==> src/source/coherence_settings.svh <==
`ifndef COHERENCE_SETTINGS_SVH
`define COHERENCE_SETTINGS_SVH

// caches sharing the snoop bus.
`define COHERENCE_CORES 2
// direct-mapped lines per cache; the index width follows from this.
`define LINE_COUNT 4
// line address, low bits index the store and the rest is the tag.
`define ADDRESS_WIDTH 8

`endif

==> src/source/coherencePkg.sv <==
package coherencePkg;

	// line states of the MOESIF protocol.
	typedef enum logic [2:0] {
		INVALID   = 3'd0,
		SHARED    = 3'd1,
		EXCLUSIVE = 3'd2,
		OWNED     = 3'd3,
		MODIFIED  = 3'd4,
		FORWARD   = 3'd5
	} stateType;

	// commands seen on the snoop bus.
	typedef enum logic [2:0] {
		BUS_NONE           = 3'd0,
		BUS_READ           = 3'd1,
		BUS_READ_EXCLUSIVE = 3'd2,
		BUS_INVALIDATE     = 3'd3,
		BUS_WRITEBACK      = 3'd4
	} commandType;

endpackage : coherencePkg

==> src/source/coherenceInterfaces.sv <==
`timescale 1ns/100ps
`include "coherence_settings.svh"

interface CPUProtocolInterface;
	import coherencePkg::*;

	stateType stateOut;
	stateType stateIn;
	logic read;
	logic write;
	logic writeBackRequired;
	logic invalidateRequired;
	logic readExclusiveRequired;

	modport controller (
		output stateOut, read, write,
		input stateIn, writeBackRequired, invalidateRequired, readExclusiveRequired
	);
	modport protocol (
		input stateOut, read, write,
		output stateIn, writeBackRequired, invalidateRequired, readExclusiveRequired
	);
endinterface : CPUProtocolInterface

interface SnoopyProtocolInterface;
	import coherencePkg::*;

	stateType stateOut;
	stateType stateIn;
	commandType commandIn;
	// set when this cache has to supply the snooped line.
	logic request;

	modport controller (output stateOut, commandIn, input stateIn, request);
	modport protocol (input stateOut, commandIn, output stateIn, request);
endinterface : SnoopyProtocolInterface

interface MOESIFInterface;
	logic sharedOut;
	logic sharedIn;

	modport controller (input sharedOut, output sharedIn);
	modport protocol (output sharedOut, input sharedIn);
endinterface : MOESIFInterface

interface coherenceBusInterface;
	import coherencePkg::*;

	logic busRequest;
	commandType requestCommand;
	logic [`ADDRESS_WIDTH-1:0] requestAddress;
	logic sharedOut;
	logic supply;
	logic grant;
	commandType snoopCommand;
	logic [`ADDRESS_WIDTH-1:0] snoopAddress;
	logic sharedIn;
	logic intervention;

	modport cache (
		output busRequest, requestCommand, requestAddress, sharedOut, supply,
		input grant, snoopCommand, snoopAddress, sharedIn, intervention
	);
	modport arbiter (
		input busRequest, requestCommand, requestAddress, sharedOut, supply,
		output grant, snoopCommand, snoopAddress, sharedIn, intervention
	);
endinterface : coherenceBusInterface

==> src/source/MOESIF.sv <==
`timescale 1ns/100ps

module MOESIF (
	CPUProtocolInterface.protocol cpuProtocolInterface,
	SnoopyProtocolInterface.protocol snoopyProtocolInterface,
	MOESIFInterface.protocol moesifInterface
);
	import coherencePkg::*;

	stateType cpuLineState;
	stateType snoopLineState;
	commandType snoopCommand;
	logic cpuRead;
	logic cpuWrite;

	assign cpuLineState = cpuProtocolInterface.stateOut;
	assign cpuRead = cpuProtocolInterface.read;
	assign cpuWrite = cpuProtocolInterface.write;
	assign snoopLineState = snoopyProtocolInterface.stateOut;
	assign snoopCommand = snoopyProtocolInterface.commandIn;

	// dirty lines have to reach memory before their slot is reused.
	assign cpuProtocolInterface.writeBackRequired = cpuLineState == MODIFIED ||
		cpuLineState == OWNED;

	// a write to a copy that others may share only has to kill those copies.
	assign cpuProtocolInterface.invalidateRequired = cpuWrite && (cpuLineState == SHARED ||
		cpuLineState == OWNED || cpuLineState == FORWARD);

	assign cpuProtocolInterface.readExclusiveRequired = cpuWrite && cpuLineState == INVALID;

	always_comb begin
		cpuProtocolInterface.stateIn = cpuLineState;
		case (cpuLineState)
			INVALID: begin
				if (cpuRead) begin
					// another valid copy means this cache becomes the forwarder.
					if (moesifInterface.sharedIn) begin
						cpuProtocolInterface.stateIn = FORWARD;
					end else begin
						cpuProtocolInterface.stateIn = EXCLUSIVE;
					end
				end else if (cpuWrite) begin
					cpuProtocolInterface.stateIn = MODIFIED;
				end
			end

			SHARED, EXCLUSIVE, OWNED, FORWARD: begin
				if (!cpuRead && cpuWrite) begin
					cpuProtocolInterface.stateIn = MODIFIED;
				end
			end

			MODIFIED: begin
				cpuProtocolInterface.stateIn = MODIFIED;
			end

			default: begin
				cpuProtocolInterface.stateIn = INVALID;
			end
		endcase
	end

	// only M, E and F holders answer a read with data.
	assign snoopyProtocolInterface.request = snoopLineState == MODIFIED ||
		snoopLineState == EXCLUSIVE || snoopLineState == FORWARD;

	assign moesifInterface.sharedOut = snoopLineState != INVALID;

	always_comb begin
		snoopyProtocolInterface.stateIn = snoopLineState;
		case (snoopCommand)
			BUS_READ: begin
				case (snoopLineState)
					MODIFIED: begin
						// the dirty data stays here, now shared with the reader.
						snoopyProtocolInterface.stateIn = OWNED;
					end

					EXCLUSIVE, FORWARD: begin
						snoopyProtocolInterface.stateIn = SHARED;
					end

					default: begin
						snoopyProtocolInterface.stateIn = snoopLineState;
					end
				endcase
			end

			BUS_READ_EXCLUSIVE, BUS_INVALIDATE: begin
				snoopyProtocolInterface.stateIn = INVALID;
			end

			default: begin
				snoopyProtocolInterface.stateIn = snoopLineState;
			end
		endcase
	end
endmodule : MOESIF

==> src/source/cacheController.sv <==
`timescale 1ns/100ps
`include "coherence_settings.svh"

module cacheController (
	input logic clk,
	input logic rstN,
	input logic cpuRead,
	input logic cpuWrite,
	input logic [`ADDRESS_WIDTH-1:0] cpuAddress,
	output logic cpuDone,
	output coherencePkg::stateType cpuState,
	coherenceBusInterface.cache bus
);
	import coherencePkg::*;

	localparam int indexWidth = $clog2(`LINE_COUNT);
	localparam int tagWidth = `ADDRESS_WIDTH - indexWidth;

	typedef enum logic [2:0] {IDLE, LOOKUP, WRITEBACK, BUS_CYCLE, DONE} phaseType;

	phaseType phase;
	logic reqRead;
	logic reqWrite;
	logic [`ADDRESS_WIDTH-1:0] reqAddress;
	stateType lineState [`LINE_COUNT];
	logic [tagWidth-1:0] lineTag [`LINE_COUNT];

	logic [indexWidth-1:0] index;
	logic [tagWidth-1:0] reqTag;
	logic tagHit;
	stateType currentState;
	logic needBus;
	commandType fillCommand;
	logic [indexWidth-1:0] snoopIndex;
	logic snoopTagHit;
	logic snoopUpdate;
	logic snoopClash;
	logic hitUpdate;
	logic fillUpdate;
	logic victimDrop;

	CPUProtocolInterface cpuLink ();
	SnoopyProtocolInterface snoopLink ();
	MOESIFInterface moesifLink ();

	MOESIF moesif (
		.cpuProtocolInterface(cpuLink),
		.snoopyProtocolInterface(snoopLink),
		.moesifInterface(moesifLink)
	);

	assign index = reqAddress[indexWidth-1:0];
	assign reqTag = reqAddress[`ADDRESS_WIDTH-1:indexWidth];
	assign tagHit = lineState[index] != INVALID && lineTag[index] == reqTag;
	assign currentState = tagHit ? lineState[index] : INVALID;
	assign cpuState = currentState;
	assign cpuDone = phase == DONE;

	// during lookup the stored line is shown even on a miss, so a dirty victim is seen.
	assign cpuLink.stateOut = phase == LOOKUP ? lineState[index] : currentState;
	assign cpuLink.read = reqRead;
	assign cpuLink.write = reqWrite;
	// a supplier always holds a copy too.
	assign moesifLink.sharedIn = bus.sharedIn | bus.intervention;

	assign needBus = !tagHit || cpuLink.readExclusiveRequired || cpuLink.invalidateRequired;

	always_comb begin
		if (cpuLink.readExclusiveRequired) begin
			fillCommand = BUS_READ_EXCLUSIVE;
		end else if (cpuLink.invalidateRequired) begin
			fillCommand = BUS_INVALIDATE;
		end else begin
			fillCommand = BUS_READ;
		end
	end

	assign bus.busRequest = phase == WRITEBACK || phase == BUS_CYCLE;
	assign bus.requestCommand = phase == WRITEBACK ? BUS_WRITEBACK :
		phase == BUS_CYCLE ? fillCommand : BUS_NONE;
	assign bus.requestAddress = phase == WRITEBACK ? {lineTag[index], index} : reqAddress;

	assign snoopIndex = bus.snoopAddress[indexWidth-1:0];
	assign snoopTagHit = lineState[snoopIndex] != INVALID &&
		lineTag[snoopIndex] == bus.snoopAddress[`ADDRESS_WIDTH-1:indexWidth];
	assign snoopLink.stateOut = snoopTagHit ? lineState[snoopIndex] : INVALID;
	assign snoopLink.commandIn = bus.snoopCommand;
	assign snoopUpdate = snoopTagHit && bus.snoopCommand != BUS_NONE &&
		bus.snoopCommand != BUS_WRITEBACK;
	assign bus.sharedOut = moesifLink.sharedOut;
	assign bus.supply = snoopLink.request;

	// lookup waits a cycle when a snoop rewrites the same line.
	assign snoopClash = snoopUpdate && snoopIndex == index;
	assign hitUpdate = phase == LOOKUP && !snoopClash && !needBus;
	assign fillUpdate = phase == BUS_CYCLE && bus.grant;
	assign victimDrop = phase == WRITEBACK && bus.grant;

	always_ff @(posedge clk or negedge rstN) begin
		if (!rstN) begin
			phase <= IDLE;
			reqRead <= 1'b0;
			reqWrite <= 1'b0;
		end else begin
			case (phase)
				IDLE: begin
					if (cpuRead || cpuWrite) begin
						reqRead <= cpuRead;
						reqWrite <= cpuWrite && !cpuRead;
						phase <= LOOKUP;
					end
				end
				LOOKUP: begin
					if (!snoopClash) begin
						if (!tagHit && cpuLink.writeBackRequired) begin
							phase <= WRITEBACK;
						end else if (needBus) begin
							phase <= BUS_CYCLE;
						end else begin
							phase <= DONE;
						end
					end
				end
				WRITEBACK: begin
					if (bus.grant) begin
						phase <= BUS_CYCLE;
					end
				end
				BUS_CYCLE: begin
					if (bus.grant) begin
						phase <= DONE;
					end
				end
				default: begin
					phase <= IDLE;
				end
			endcase
		end
	end

	always_ff @(posedge clk) begin
		if (phase == IDLE) begin
			reqAddress <= cpuAddress;
		end
		if (fillUpdate) begin
			lineTag[index] <= reqTag;
		end
	end

	always_ff @(posedge clk or negedge rstN) begin
		if (!rstN) begin
			for (int i = 0; i < `LINE_COUNT; i++) begin
				lineState[i] <= INVALID;
			end
		end else begin
			if (victimDrop) begin
				lineState[index] <= INVALID;
			end
			if (hitUpdate || fillUpdate) begin
				lineState[index] <= cpuLink.stateIn;
			end
			if (snoopUpdate) begin
				lineState[snoopIndex] <= snoopLink.stateIn;
			end
		end
	end
endmodule : cacheController

==> src/source/busArbiter.sv <==
`timescale 1ns/100ps
`include "coherence_settings.svh"

module busArbiter (
	input logic clk,
	input logic rstN,
	coherenceBusInterface.arbiter bus [`COHERENCE_CORES],
	output coherencePkg::commandType busCommand,
	output logic [`ADDRESS_WIDTH-1:0] busAddress,
	output logic busIntervention
);
	import coherencePkg::*;

	localparam int coreBits = $clog2(`COHERENCE_CORES);

	logic [`COHERENCE_CORES-1:0] requestVector;
	logic [`COHERENCE_CORES-1:0] sharedVector;
	logic [`COHERENCE_CORES-1:0] supplyVector;
	logic [`COHERENCE_CORES-1:0] grantVector;
	logic [`COHERENCE_CORES-1:0] interventionVector;
	commandType requestCommand [`COHERENCE_CORES];
	logic [`ADDRESS_WIDTH-1:0] requestAddress [`COHERENCE_CORES];
	logic [coreBits-1:0] lastGrant;
	logic [coreBits-1:0] grantIndex;
	logic granted;
	logic dataRead;

	// search starts at the core after the last one granted.
	always_comb begin
		logic [coreBits-1:0] candidate;
		granted = 1'b0;
		grantIndex = '0;
		candidate = lastGrant;
		for (int step = 0; step < `COHERENCE_CORES; step++) begin
			if (candidate == coreBits'(`COHERENCE_CORES - 1)) begin
				candidate = '0;
			end else begin
				candidate = candidate + 1'b1;
			end
			if (!granted && requestVector[candidate]) begin
				granted = 1'b1;
				grantIndex = candidate;
			end
		end
	end

	assign busCommand = granted ? requestCommand[grantIndex] : BUS_NONE;
	assign busAddress = granted ? requestAddress[grantIndex] : '0;
	// data is only supplied for reads.
	assign dataRead = busCommand == BUS_READ || busCommand == BUS_READ_EXCLUSIVE;
	assign busIntervention = |(interventionVector & grantVector);

	for (genvar i = 0; i < `COHERENCE_CORES; i++) begin : port
		localparam logic [`COHERENCE_CORES-1:0] selfMask = `COHERENCE_CORES'(1) << i;

		assign requestVector[i] = bus[i].busRequest;
		assign requestCommand[i] = bus[i].requestCommand;
		assign requestAddress[i] = bus[i].requestAddress;
		assign sharedVector[i] = bus[i].sharedOut;
		assign supplyVector[i] = bus[i].supply;
		assign grantVector[i] = granted && grantIndex == coreBits'(i);
		assign interventionVector[i] = dataRead && |(supplyVector & ~selfMask);

		assign bus[i].grant = grantVector[i];
		assign bus[i].snoopCommand = granted && !grantVector[i] ? busCommand : BUS_NONE;
		assign bus[i].snoopAddress = busAddress;
		assign bus[i].sharedIn = |(sharedVector & ~selfMask);
		assign bus[i].intervention = interventionVector[i];
	end

	// starting from the last core gives core 0 the first grant.
	always_ff @(posedge clk or negedge rstN) begin
		if (!rstN) begin
			lastGrant <= coreBits'(`COHERENCE_CORES - 1);
		end else if (granted) begin
			lastGrant <= grantIndex;
		end
	end
endmodule : busArbiter

==> src/source/coherenceTop.sv <==
`timescale 1ns/100ps
`include "coherence_settings.svh"

module coherenceTop (
	input logic clk,
	input logic rstN,
	input logic [`COHERENCE_CORES-1:0] cpuRead,
	input logic [`COHERENCE_CORES-1:0] cpuWrite,
	input logic [`ADDRESS_WIDTH-1:0] cpuAddress [`COHERENCE_CORES],
	output logic [`COHERENCE_CORES-1:0] cpuDone,
	output coherencePkg::stateType cpuState [`COHERENCE_CORES],
	output coherencePkg::commandType busCommand,
	output logic [`ADDRESS_WIDTH-1:0] busAddress,
	output logic busIntervention
);
	// one bus link per core, all meeting at the arbiter.
	coherenceBusInterface busLink [`COHERENCE_CORES] ();

	for (genvar core = 0; core < `COHERENCE_CORES; core++) begin : cache
		cacheController controller (
			.clk(clk),
			.rstN(rstN),
			.cpuRead(cpuRead[core]),
			.cpuWrite(cpuWrite[core]),
			.cpuAddress(cpuAddress[core]),
			.cpuDone(cpuDone[core]),
			.cpuState(cpuState[core]),
			.bus(busLink[core])
		);
	end

	busArbiter arbiter (
		.clk(clk),
		.rstN(rstN),
		.bus(busLink),
		.busCommand(busCommand),
		.busAddress(busAddress),
		.busIntervention(busIntervention)
	);
endmodule : coherenceTop

==> config.mk <==
export PLATFORM = sky130hd
export DESIGN_NAME = coherenceTop
export DESIGN_NICKNAME = d
export VERILOG_FILES = /design/src/source/coherencePkg.sv /design/src/source/coherenceInterfaces.sv /design/src/source/MOESIF.sv /design/src/source/cacheController.sv /design/src/source/busArbiter.sv /design/src/source/coherenceTop.sv
export VERILOG_INCLUDE_DIRS = /design/src /design/src/source
export SDC_FILE = /design/constraint.sdc
export NUM_CORES = 1
export LEC_CHECK = 0
export BUFFER_PORTS_ARGS = -buffer_cell sky130_fd_sc_hd__buf_4
export CORE_MARGIN = 2
export CORE_UTILIZATION = 42
export DETAILED_ROUTE_END_ITERATION = 10
export GPL_ROUTABILITY_DRIVEN = 0
export SLEW_MARGIN = 40
export SYNTH_ARGS = -nofsm -noshare
export SYNTH_HDL_FRONTEND = slang
export SYNTH_SLANG_ARGS = --single-unit
==> constraint.sdc <==
create_clock -name clk -period 3 [get_ports clk]
set_clock_uncertainty 0.05 [all_clocks]
set_input_delay 0.3 -clock clk [delete_from_list [all_inputs] [get_ports clk]]
set_output_delay 0.3 -clock clk [all_outputs]
set_load 0.005 [all_outputs]
==> results of run 1 <==
-- worst max path at each step --
stage                                             from                                end  slack [ns]
after floorplan           cache[1].controller.phase[2]  cache[1].controller.lineState[11]       -0.30
after global placement    cache[1].controller.phase[1]  cache[1].controller.lineState[11]       -0.35
after detailed placement             arbiter.lastGrant  cache[1].controller.lineState[10]       -0.50
after CTS                 cache[1].controller.phase[2]                    busIntervention       -0.58
after global routing      cache[1].controller.phase[2]                    busIntervention       -0.81
final                                arbiter.lastGrant                    busIntervention       -0.70
-- Yosys cell counts (all sizes together), types with 6 or more instances --
| cell type | count |
|---|---|
| o21ai | 23 |
| edfxtp | 64 |
| and2 | 10 |
| nand3 | 25 |
| nor2b | 7 |
| nor3 | 12 |
| dfrtp | 34 |
| a32oi | 8 |
| nand2 | 58 |
| nor2 | 45 |
| o221a | 12 |
| nand2b | 6 |
| inv | 22 |
| a221oi | 8 |
| clkbuf | 15 |
| mux4 | 19 |
| a2111oi | 6 |
| o2111ai | 6 |
| xnor2 | 14 |
| o211ai | 20 |
| or3 | 8 |
| o221ai | 25 |
| mux2i | 28 |
| and3 | 9 |
| a21oi | 18 |
| o22ai | 12 |
| buf | 27 |
-- cell families (layout without fill, tap and decap cells) --
| group | after synthesis | after routing |
|---|---|---|
| xor gates and xnor gates | 14 | 14 |
| and+or+nand+nor | 206 | 206 |
| buffers and inverters | 64 | 301 |
| AOI/OAI and AO/OA | 177 | 177 |
| muxes | 52 | 52 |
| DFF | 103 | 103 |
-- final cells by class --
type	count	area share [%]
timing repair buffer	263	22.3
inverter	22	0.935
tap	188	2.44
sequential	103	29.9
clock buffer	10	2.38
multi-input combinational	449	41.2
clock inverter	6	0.792
-- metrics by stage --
step | std cells | cell area, um^2 | hold slack (ns)
2_1_floorplan | 616 | 6550 | -0.0456
6_report | 1041 | 9640 | 0.0600
3_5_place_dp | 990 | 8300 | 0.248
4_1_cts | 1028 | 9200 | 0.0569
5_1_grt | 1041 | 9640 | 0.0464
3_3_place_gp | 990 | 8300 | 0.249
-- power by group --
part / switching [mW] / internal [mW] / leakage, nW
Sequential: 0.358 / 1.98 / 1.07
Clock: 0.563 / 0.663 / 0.150
Combinational: 4.11 / 4.06 / 2.69
Total: 5.03 / 6.71 / 3.91
-- metal layers --
metal	part of all wire (%)	vias up	GRT usage [%]
li1	-	2900	-
met1	41	3101	34.0
met2	50	268	43.9
met3	5.7	54	4.57
met4	3.4	0	10.9
met5	0	-	0
-- sequential cells by signal (all words and copies together), names as in the netlist, named ones only --
signal	cells
cache.controller.cpuLink.write	2
cache.controller.lineTag	48
arbiter.lastGrant	1
cache.controller.cpuLink.read	2
cache.controller.reqAddress	16
cache.controller.lineState	24
cache.controller.phase	6
-- repair_timing --
action	CTS	global route
pin swaps	46	38
setup endpoints to repair	30	35
gates cloned	0	0
hold buffers	1	0
setup buffers	35	19
resized for setup	95	75
hold endpoints to repair	34	0
==> impl_metrics.py, run 1 <==
metrics = {
    "clock_network": {
        "cts_tree": "yes",
        "worst_setup_hold_path_clk_slew_ns": 0.07,
        "root_buffer": "clkbuf_16",
        "clock_sinks": 103,
        "h-tree-depth": 3,
        "cts_made_buffers": 9,
        "worst_skew_pair.late_latency_ns": 0.36,
        "clock_tree_buffer_depth": 2,
    },
    "hold_path": {
        "destination_of_the_worst_hold_path": "cache[0].controller.reqAddress[5]",
        "min_path_cells": 1,
        "hold_path.startpoint": "cpuAddress[13]",
        "worstHoldPathType": "in -> reg",
    },
    "detailed_routing": {
        "wire_per_inst_um": 20.8,
        "remaining_drc_errors": 0,
        "routed_wirelength_um": 21600,
        "dr.pass1.iters": 5,
        "antenna_violating_nets_left": 0,
        "drt_iter0_drc": 460,
        "routed-via-count": 6323,
        "detail_route.vias_per_cell": 6.07,
    },
    "finish": {
        "area.growth.synth_to_final_pct": 47.9,
        "final_core_occ_pct": 63.4,
        "multi_input_area_um2": 3970,
        "drive_above_1_share_pct": 48.3,
        "post_layout_net_count": 870,
        "register_area_um2": 2880,
        "antenna-diode-count": 0,
        "fillerInstances": 1180,
        "layout_common_cells": "223 x buf_4, 64 x edfxtp_1, 53 x nand2_1, 38 x nor2_1, 35 x buf_6",
        "final_common_cell": "buf_4",
    },
    "timing": {
        "tightest_slew_ns": 0.803,
        "timing.setup.tns_ns": -8.43,
        "relSlewSlack_pct": 46.1,
        "worst_slack_ns": -0.696,
        "final_period_minus_worst_setup_slack_ns": 3.70,
        "grt_setup_unrepaired": "true",
        "final-max-slew-violation-count": 0,
        "finalSetupViolCount": 30,
        "hold_viol_final": 0,
        "fmax_ghz": 0.271,
        "min_period_over_period_pct": 123,
    },
    "synth": {
        "yosys_warnings": 0,
        "ys.flop_type": "edfxtp_1",
        "synth.cell_area_um2": 6510,
        "synth_nets": 638,
        "yosysTopAreaCell": "edfxtp_1",
        "synth_top_area_share_pct": 29.5,
        "synth-edff-count": 64,
        "synth.area.mux_share_pct": 11.7,
        "ys_ff_latch": 103,
        "seq_area_frac_synth_pct": 44.2,
        "synth.lib_cells_used.distinct": 74,
        "synth_simple_gate_area_share_pct": 16.2,
        "syn_avg_cell_area_um2": 10.6,
        "synth_cells": 616,
        "synth_top_cells_by_area": "edfxtp_1 30%, dfrtp_1 13%, mux4_2 6.6%",
        "synth_async_sr_flop_share_pct": 34.0,
        "main_combinational_cell_family_by_area_after_synthesis": "compound AO/OA/AOI/OAI gates",
        "synthesized_area_fraction_occupied_by_xor_and_xnor_cells_pct": 1.88,
        "synth_adder_area_share_pct": 0,
        "synth_compound_area_share_pct": 21.3,
    },
    "floorplanning": {
        "die_h_um": 129,
        "coreArea_um2": 15200,
        "core.rowCount": 45,
        "die_width_um": 129,
        "ioPinCount": 42,
        "floorplan.initialDensity_pct": 42.8,
        "die_area_um2": 16500,
    },
    "critical_path": {
        "cp-end-kind": "output port",
        "worst-path-buf-inv": 3,
        "timing.critical_path.from_type": "flip-flop",
        "path_max_fanout": 7,
        "reg2reg_from": "cache[0].controller.phase[2]",
        "cell_chain_critical_path": "and3b_2 > o22a_4 > inv_8 > buf_6 > a221oi_4 > or3_4 > nand4_1 > or4b_4 > o32a_1 > nor2_1 > buf_4",
        "rrSetupSlack_ns": -0.42,
        "critPathSlowestCell": "dfstp_2",
        "cp.depth": 11,
        "critical_path.max_stage_delay_ns": 0.59,
        "path_class": "reg -> out",
        "cp_top_family": "simple AND/OR/NAND/NOR gates",
        "crit-reg2reg-capture": "cache[1].controller.lineState[10]",
        "worstPathArrival_ns": 3.35,
        "cp.required_ns": 2.65,
        "r2r.worst_path.cells": 13,
    },
    "power_and_ir_drop": {
        "irDropWorstVdd_uv": 485,
        "power_leakage_nw": 3.91,
        "total_power_mw": 11.7,
        "p_per_area_nw_per_um2": 1220,
    },
    "grt": {
        "grt_first_pass_wirelength_um": 33600,
        "pin_count_of_the_biggest_net_entering_global_routing": 36,
        "first_global_vias": 6368,
        "globalRoute.totalOverflow": 0,
        "groute.usage.overall_pct": 26.3,
        "antenna_found_initial": 0,
    },
    "place": {
        "place.detailed.hpwl_um": 15500,
        "pre_cts_slack_ns": -0.498,
        "numPortBuffers": 41,
    },
    "status": {
        "failed_checks": "setup timing",
        "outcome": "finished, violations left",
    },
    "run": {
        "max-cap-violations": 0,
    },
}
Note: power is estimated with default switching activity, not from simulation.
==> run 2, diff against run 1 <==
- ABC_AREA: unset -> 1
==> impl_metrics.py, run 2 <==
metrics = {
    "synth": {
        "synth_adder_area_share_pct": 0,
        "ys_ff_latch": 103,
        "yosysTopAreaCell": "edfxtp_1",
        "ys.flop_type": "edfxtp_1",
        "synth_compound_area_share_pct": 8.95,
        "yosys_warnings": 0,
        "synth_simple_gate_area_share_pct": 40.5,
        "synth-edff-count": 64,
        "synth.cell_area_um2": 7150,
        "synth_nets": 1085,
        "synth_top_area_share_pct": 26.9,
        "synth.lib_cells_used.distinct": 39,
        "synthMostInstantiatedCell": "nand2_1",
        "synthesized_area_fraction_occupied_by_xor_and_xnor_cells_pct": 0.858,
        "seq_area_frac_synth_pct": 40.3,
        "synth_cells": 1063,
        "synth_async_sr_flop_share_pct": 34.0,
        "synth.area.mux_share_pct": 0,
        "netlist_top_cells_count": "399 x nand2_1, 151 x nand3_1, 118 x inv_1",
        "main_combinational_cell_family_by_area_after_synthesis": "simple AND/OR/NAND/NOR gates",
        "synth_top_cells_by_area": "edfxtp_1 27%, nand2_1 21%, dfrtp_1 12%",
        "syn_avg_cell_area_um2": 6.72,
    },
    "detailed_routing": {
        "dr.pass1.iters": 5,
        "detail_route.vias_per_cell": 5.29,
        "drt_iter0_drc": 652,
        "wire_per_inst_um": 15.4,
        "routed_wirelength_um": 21500,
        "routed-via-count": 7400,
        "remaining_drc_errors": 0,
        "antenna_violating_nets_left": 0,
    },
    "timing": {
        "finalSetupViolCount": 1,
        "tightest_slew_ns": 0.716,
        "relSlewSlack_pct": 52.1,
        "hold_viol_final": 0,
        "worst_slack_ns": -0.142,
        "fmax_ghz": 0.318,
        "hold-worst-slack_ns": 0.0606,
        "final-max-slew-violation-count": 0,
        "grt_setup_unrepaired": "true",
        "min_period_over_period_pct": 105,
        "timing.setup.tns_ns": -0.142,
        "final_period_minus_worst_setup_slack_ns": 3.14,
    },
    "finish": {
        "layout_common_cells": "362 x nand2_1, 147 x nand3_1, 113 x inv_1, 108 x buf_4, 74 x nor2_1",
        "top_register": "cache.controller.lineTag",
        "post_layout_net_count": 1195,
        "layout.cell_area.non_filler_um2": 8900,
        "final_common_cell": "nand2_1",
        "antenna-diode-count": 0,
        "number_of_flip_flops_in_the_largest_register": 48,
        "top_regs": "cache.controller.lineTag: 48 flops, cache.controller.lineState: 24 flops, cache.controller.reqAddress: 16 flops",
        "area.growth.synth_to_final_pct": 24.5,
        "drive_above_1_share_pct": 20.9,
    },
    "grt": {
        "pin_count_of_the_biggest_net_entering_global_routing": 36,
        "antenna_found_initial": 0,
        "grt_first_pass_wirelength_um": 34600,
        "globalRoute.totalOverflow": 0,
        "first_global_vias": 6943,
        "groute.usage.overall_pct": 24.1,
    },
    "status": {
        "outcome": "finished, violations left",
        "failed_checks": "setup timing",
    },
    "place": {
        "numPortBuffers": 41,
        "place_area_um2": 7980,
        "place.detailed.hpwl_um": 16000,
    },
    "clock_network": {
        "cts_made_buffers": 9,
        "worst_skew_pair.late_latency_ns": 0.36,
        "clock_sinks": 103,
        "cts_tree": "yes",
        "root_buffer": "clkbuf_16",
        "worst_setup_hold_path_clk_slew_ns": 0.08,
        "clock_tree_buffer_depth": 2,
        "h-tree-depth": 3,
    },
    "floorplanning": {
        "die_h_um": 134,
        "floorplan.initialDensity_pct": 43.1,
        "coreArea_um2": 16600,
        "die_area_um2": 18100,
        "die_width_um": 134,
        "ioPinCount": 42,
        "core.rowCount": 47,
    },
    "critical_path": {
        "path_class": "reg -> out",
        "cp.required_ns": 2.65,
        "path_max_fanout": 8,
        "cp-end-kind": "output port",
        "rrSetupSlack_ns": 0.14,
        "worstPathArrival_ns": 2.79,
        "timing.critical_path.from_type": "flip-flop",
        "r2r.worst_path.cells": 20,
    },
    "run": {
        "max-cap-violations": 0,
    },
    "hold_path": {
        "min_path_cells": 1,
        "worstHoldPathType": "in -> reg",
    },
    "power_and_ir_drop": {
        "irDropWorstVdd_uv": 520,
        "p_per_area_nw_per_um2": 1170,
        "power_leakage_nw": 4.31,
    },
}
run 2: cell types whose count changed after synthesis, sizes merged, moves of 10 or more:
cell / previous run / this run
nand2: 58 / 412
nand3: 25 / 157
inv: 22 / 129
nor2: 45 / 89
a21oi: 18 / 61
mux2i: 28 / 0
o221ai: 25 / 0
mux4: 19 / 0
o21ai: 23 / 41
o211ai: 20 / 3
xnor2: 14 / 1
o221a: 12 / 0
clkbuf: 15 / 5
run 2: final timing paths:
check	start	to
worst max-delay path	cache[0].controller.phase[1]	busIntervention
worst min-delay path	cpuAddress[6]	cache[1].controller.reqAddress[6]
worst max register to register	cache[0].controller.phase[1]	cache[0].controller.phase[1]
worst min register to register	cache[1].controller.reqAddress[5]	cache[1].controller.lineTag[3][3]
max in group asynchronous	rstN	cache[0].controller.phase[1]
min in group asynchronous	rstN	cache[1].controller.cpuLink.read
run 2: final cells by class:
cell class	count	area, um^2
clock buffers	10	229
well taps	220	275
flip-flops and latches	103	2880
multi-input cells	801	3850
repair buffers	127	1100
fillers	1687	7690
inverters	131	499
clock inverters	6	51.3
run 2: kinds of logic (layout without fill, tap and decap cells):
family | Yosys count | after routing
xor+xnor | 7 | 7
flops | 103 | 103
buf+inv | 159 | 274
compound gates | 119 | 119
simple gates | 675 | 675
run 2: per-stage QoR:
step / power (mW) / worst slack, ns / util [%] / std cells
after floorplan: 6.25 / 0.518 / - / 1063
after global placement: 8.07 / 0.109 / 48.1 / 1349
after detailed placement: 8.10 / 0.0716 / 48.1 / 1349
after CTS: 9.66 / -0.143 / 51.3 / 1383
after global routing: 11.3 / -0.280 / 53.6 / 1398
final: 10.4 / -0.142 / 53.6 / 1398
run 2: per-layer routing:
layer,part of all wire (%),vias to the layer above,track usage (%)
li1,-,3671,-
met1,45,3460,32.7
met2,48,244,40.4
met3,5.3,25,3.70
met4,1.4,0,6.08
met5,0,-,0
run 2: timing repair:
action / in CTS / in global routing
gates resized for setup: 25 / 72
endpoints found under the setup margin: 2 / 30
cloned: 1 / 2
buffers inserted: 16 / 13
pin swaps: 9 / 37
hold buffers: 1 / 0
endpoints found under the hold margin: 34 / 0
run 2: worst max-delay path, stage by stage (launching register included):
cell     delay (ns)
dfrtp_2        0.44
buf_4          0.15
nand3_4        0.11
nand3_4        0.13
nand2_8        0.15
buf_6          0.14
inv_2          0.10
nand3_1        0.12
nand3_2        0.11
nand2_2        0.11
nand3_2        0.09
nor2_4         0.17
inv_2          0.07
nor2_4         0.10
nand2_2        0.07
a21oi_2        0.12
nor2_1         0.06
nor2_1         0.08
buf_4          0.11
run 2: where the power goes:
part	switching (mW)	leakage [nW]	internal [mW]
Clock	0.595	0.134	0.579
Sequential	0.372	1.05	2.01
Combinational	4.20	3.12	2.62
Total	5.16	4.31	5.21
==> run 3, diff against run 2 <==
- BUFFER_PORTS_ARGS: -buffer_cell sky130_fd_sc_hd__buf_4 -> unset
- DONT_BUFFER_PORTS: unset -> 1
==> impl_metrics.py, run 3 (same netlist as run 2, synthesis figures left out) <==
metrics = {
    "grt": {
        "pin_count_of_the_biggest_net_entering_global_routing": 36,
        "groute.usage.overall_pct": 24.3,
        "grt_first_pass_wirelength_um": 34500,
        "antenna_found_initial": 0,
        "globalRoute.totalOverflow": 0,
        "first_global_vias": 6842,
    },
    "run": {
        "max-cap-violations": 0,
    },
    "clock_network": {
        "cts_made_buffers": 9,
        "h-tree-depth": 3,
        "root_buffer": "clkbuf_16",
        "clock_sinks": 103,
        "cts_tree": "yes",
        "clock_tree_buffer_depth": 2,
        "worst_skew_pair.late_latency_ns": 0.36,
        "worst_setup_hold_path_clk_slew_ns": 0.08,
    },
    "finish": {
        "number_of_flip_flops_in_the_largest_register": 48,
        "post_layout_net_count": 1161,
        "multi_input_area_um2": 3800,
        "layout.cell_area.non_filler_um2": 8600,
        "final_common_cell": "nand2_1",
        "layout_common_cells": "377 x nand2_1, 149 x nand3_1, 110 x inv_1, 69 x nor2_1, 64 x edfxtp_1",
        "top_regs": "cache.controller.lineTag: 48 flops, cache.controller.lineState: 24 flops, cache.controller.reqAddress: 16 flops",
        "antenna-diode-count": 0,
        "drive_above_1_share_pct": 16.3,
        "final_core_occ_pct": 51.8,
        "fillerInstances": 1649,
        "area.growth.synth_to_final_pct": 20.3,
        "register_area_um2": 2890,
        "top_register": "cache.controller.lineTag",
    },
    "critical_path": {
        "timing.critical_path.from_type": "flip-flop",
        "cp.required_ns": 2.65,
        "path_max_fanout": 11,
        "worstPathArrival_ns": 2.84,
        "cp-end-kind": "output port",
        "path_class": "reg -> out",
    },
    "floorplanning": {
        "die_area_um2": 18100,
        "die_h_um": 134,
        "floorplan.initialDensity_pct": 43.1,
        "die_width_um": 134,
        "ioPinCount": 42,
        "coreArea_um2": 16600,
        "core.rowCount": 47,
    },
    "power_and_ir_drop": {
        "power.share.switching_pct": 51.1,
        "p_int_mw": 4.82,
        "p_per_area_nw_per_um2": 1150,
        "irDropWorstVdd_uv": 534,
        "total_power_mw": 9.85,
        "p_sw_mw": 5.03,
        "power_frac_comb_pct": 63.6,
        "power_leakage_nw": 4.08,
        "pwr-share-clk_pct": 11.9,
        "seq_power_share_pct": 24.5,
    },
    "hold_path": {
        "worstHoldPathType": "in -> reg",
    },
    "timing": {
        "min_period_over_period_pct": 106,
        "grt_setup_unrepaired": "true",
        "final-max-slew-violation-count": 0,
        "final_period_minus_worst_setup_slack_ns": 3.19,
        "finalSetupViolCount": 1,
        "relSlewSlack_pct": 52.2,
        "worst_slack_ns": -0.189,
        "timing.setup.tns_ns": -0.189,
        "hold_viol_final": 0,
        "tightest_slew_ns": 0.714,
        "fmax_ghz": 0.314,
        "hold-worst-slack_ns": 0.00871,
    },
    "place": {
        "place_area_um2": 7660,
        "place.detailed.hpwl_um": 15900,
        "numPortBuffers": 0,
    },
    "detailed_routing": {
        "wire_per_inst_um": 15.9,
        "detail_route.vias_per_cell": 5.34,
        "antenna_violating_nets_left": 0,
        "routed_wirelength_um": 21700,
        "routed-via-count": 7287,
        "remaining_drc_errors": 0,
        "drt_iter0_drc": 622,
        "dr.pass1.iters": 5,
    },
    "status": {
        "outcome": "finished, violations left",
        "failed_checks": "setup timing",
    },
}
==> run 3: cell count changes in the layout (fill, tap and decap cells not counted), sizes merged <==
cell and change:
buf -52, clkbuf -2, clkinvlp +5, dlygate4sd3 +18, inv -3
==> run 3: metrics by stage <==
step / worst slack (ns) / std cells
final: -0.189 / 1364
after global routing: -0.393 / 1364
after CTS: -0.149 / 1353
after detailed placement: 0.0861 / 1306
after global placement: 0.134 / 1306
after floorplan: 0.518 / 1063
==> run 3: timing repair <==
action                                 in CTS  in global routing
resized for setup                          33                 47
cloned                                      3                  1
pin swaps                                   9                 17
endpoints found under the hold margin      53                  0
setup endpoints to repair                   2                 29
setup buffers                               8                 11
hold buffers                               20                  0
==> run 3: worst paths after layout <==
kind | from | end | slack (ns) | depth (start not counted)
setup / recovery | arbiter.lastGrant | busIntervention | -0.19 | 16
hold / removal | cpuAddress[0] | flip-flop | 0.009 | 2
setup reg to reg | arbiter.lastGrant | cache[1].controller.lineState[10] | 0.16 | 19
hold reg to reg | cache[1].controller.reqAddress[3] | cache[1].controller.lineTag[3][1] | 0.51 | 0
max in group asynchronous | rstN | arbiter.lastGrant | 2.29 | 2
min in group asynchronous | rstN | cache[1].controller.cpuLink.read | 0.35 | 2
==> run 3: layer usage <==
| layer | up-vias | share of wire (%) | GRT usage (%) |
|---|---|---|---|
| li1 | 3605 | - | - |
| met1 | 3389 | 44 | 31.3 |
| met2 | 249 | 48 | 41.4 |
| met3 | 44 | 5.7 | 3.78 |
| met4 | 0 | 2.6 | 9.01 |
| met5 | - | 0 | 0 |
==> run 3: layout make-up <==
| type | count | share of cell area, % |
|---|---|---|
| inverters | 131 | 5.91 |
| clock buffers | 10 | 2.66 |
| multi-input cells | 801 | 44.2 |
| clock inverters | 6 | 0.626 |
| repair buffers | 91 | 9.66 |
| repair inverters | 2 | 0.175 |
| well taps | 220 | 3.20 |
| flip-flops and latches | 103 | 33.6 |
==> run 3: critical path, cell delays in order, from the launching register on <==
cell	delay [ns]
dfstp_2	0.57
nand3_4	0.12
nand3_4	0.12
nand2_8	0.10
buf_12	0.16
nand2_1	0.11
inv_1	0.09
nand2_1	0.08
nand3_2	0.11
nand2_2	0.11
nand3_2	0.10
nor2_4	0.18
buf_6	0.12
nand4_1	0.13
a21oi_2	0.21
nor2_2	0.05
nor2_1	0.11
==> run 3: power groups by stage <==
| stage | logic, mW | registers, mW | clock network (mW) |
|---|---|---|---|
| 4_1_cts | 5.97 | 2.40 | 1.18 |
| 3_5_place_dp | 5.52 | 2.41 | 0 |
| 3_3_place_gp | 5.51 | 2.41 | 0 |
| 2_1_floorplan | 3.97 | 2.27 | 0 |
| 5_1_grt | 6.98 | 2.46 | 1.25 |
| 6_report | 6.26 | 2.42 | 1.17 |
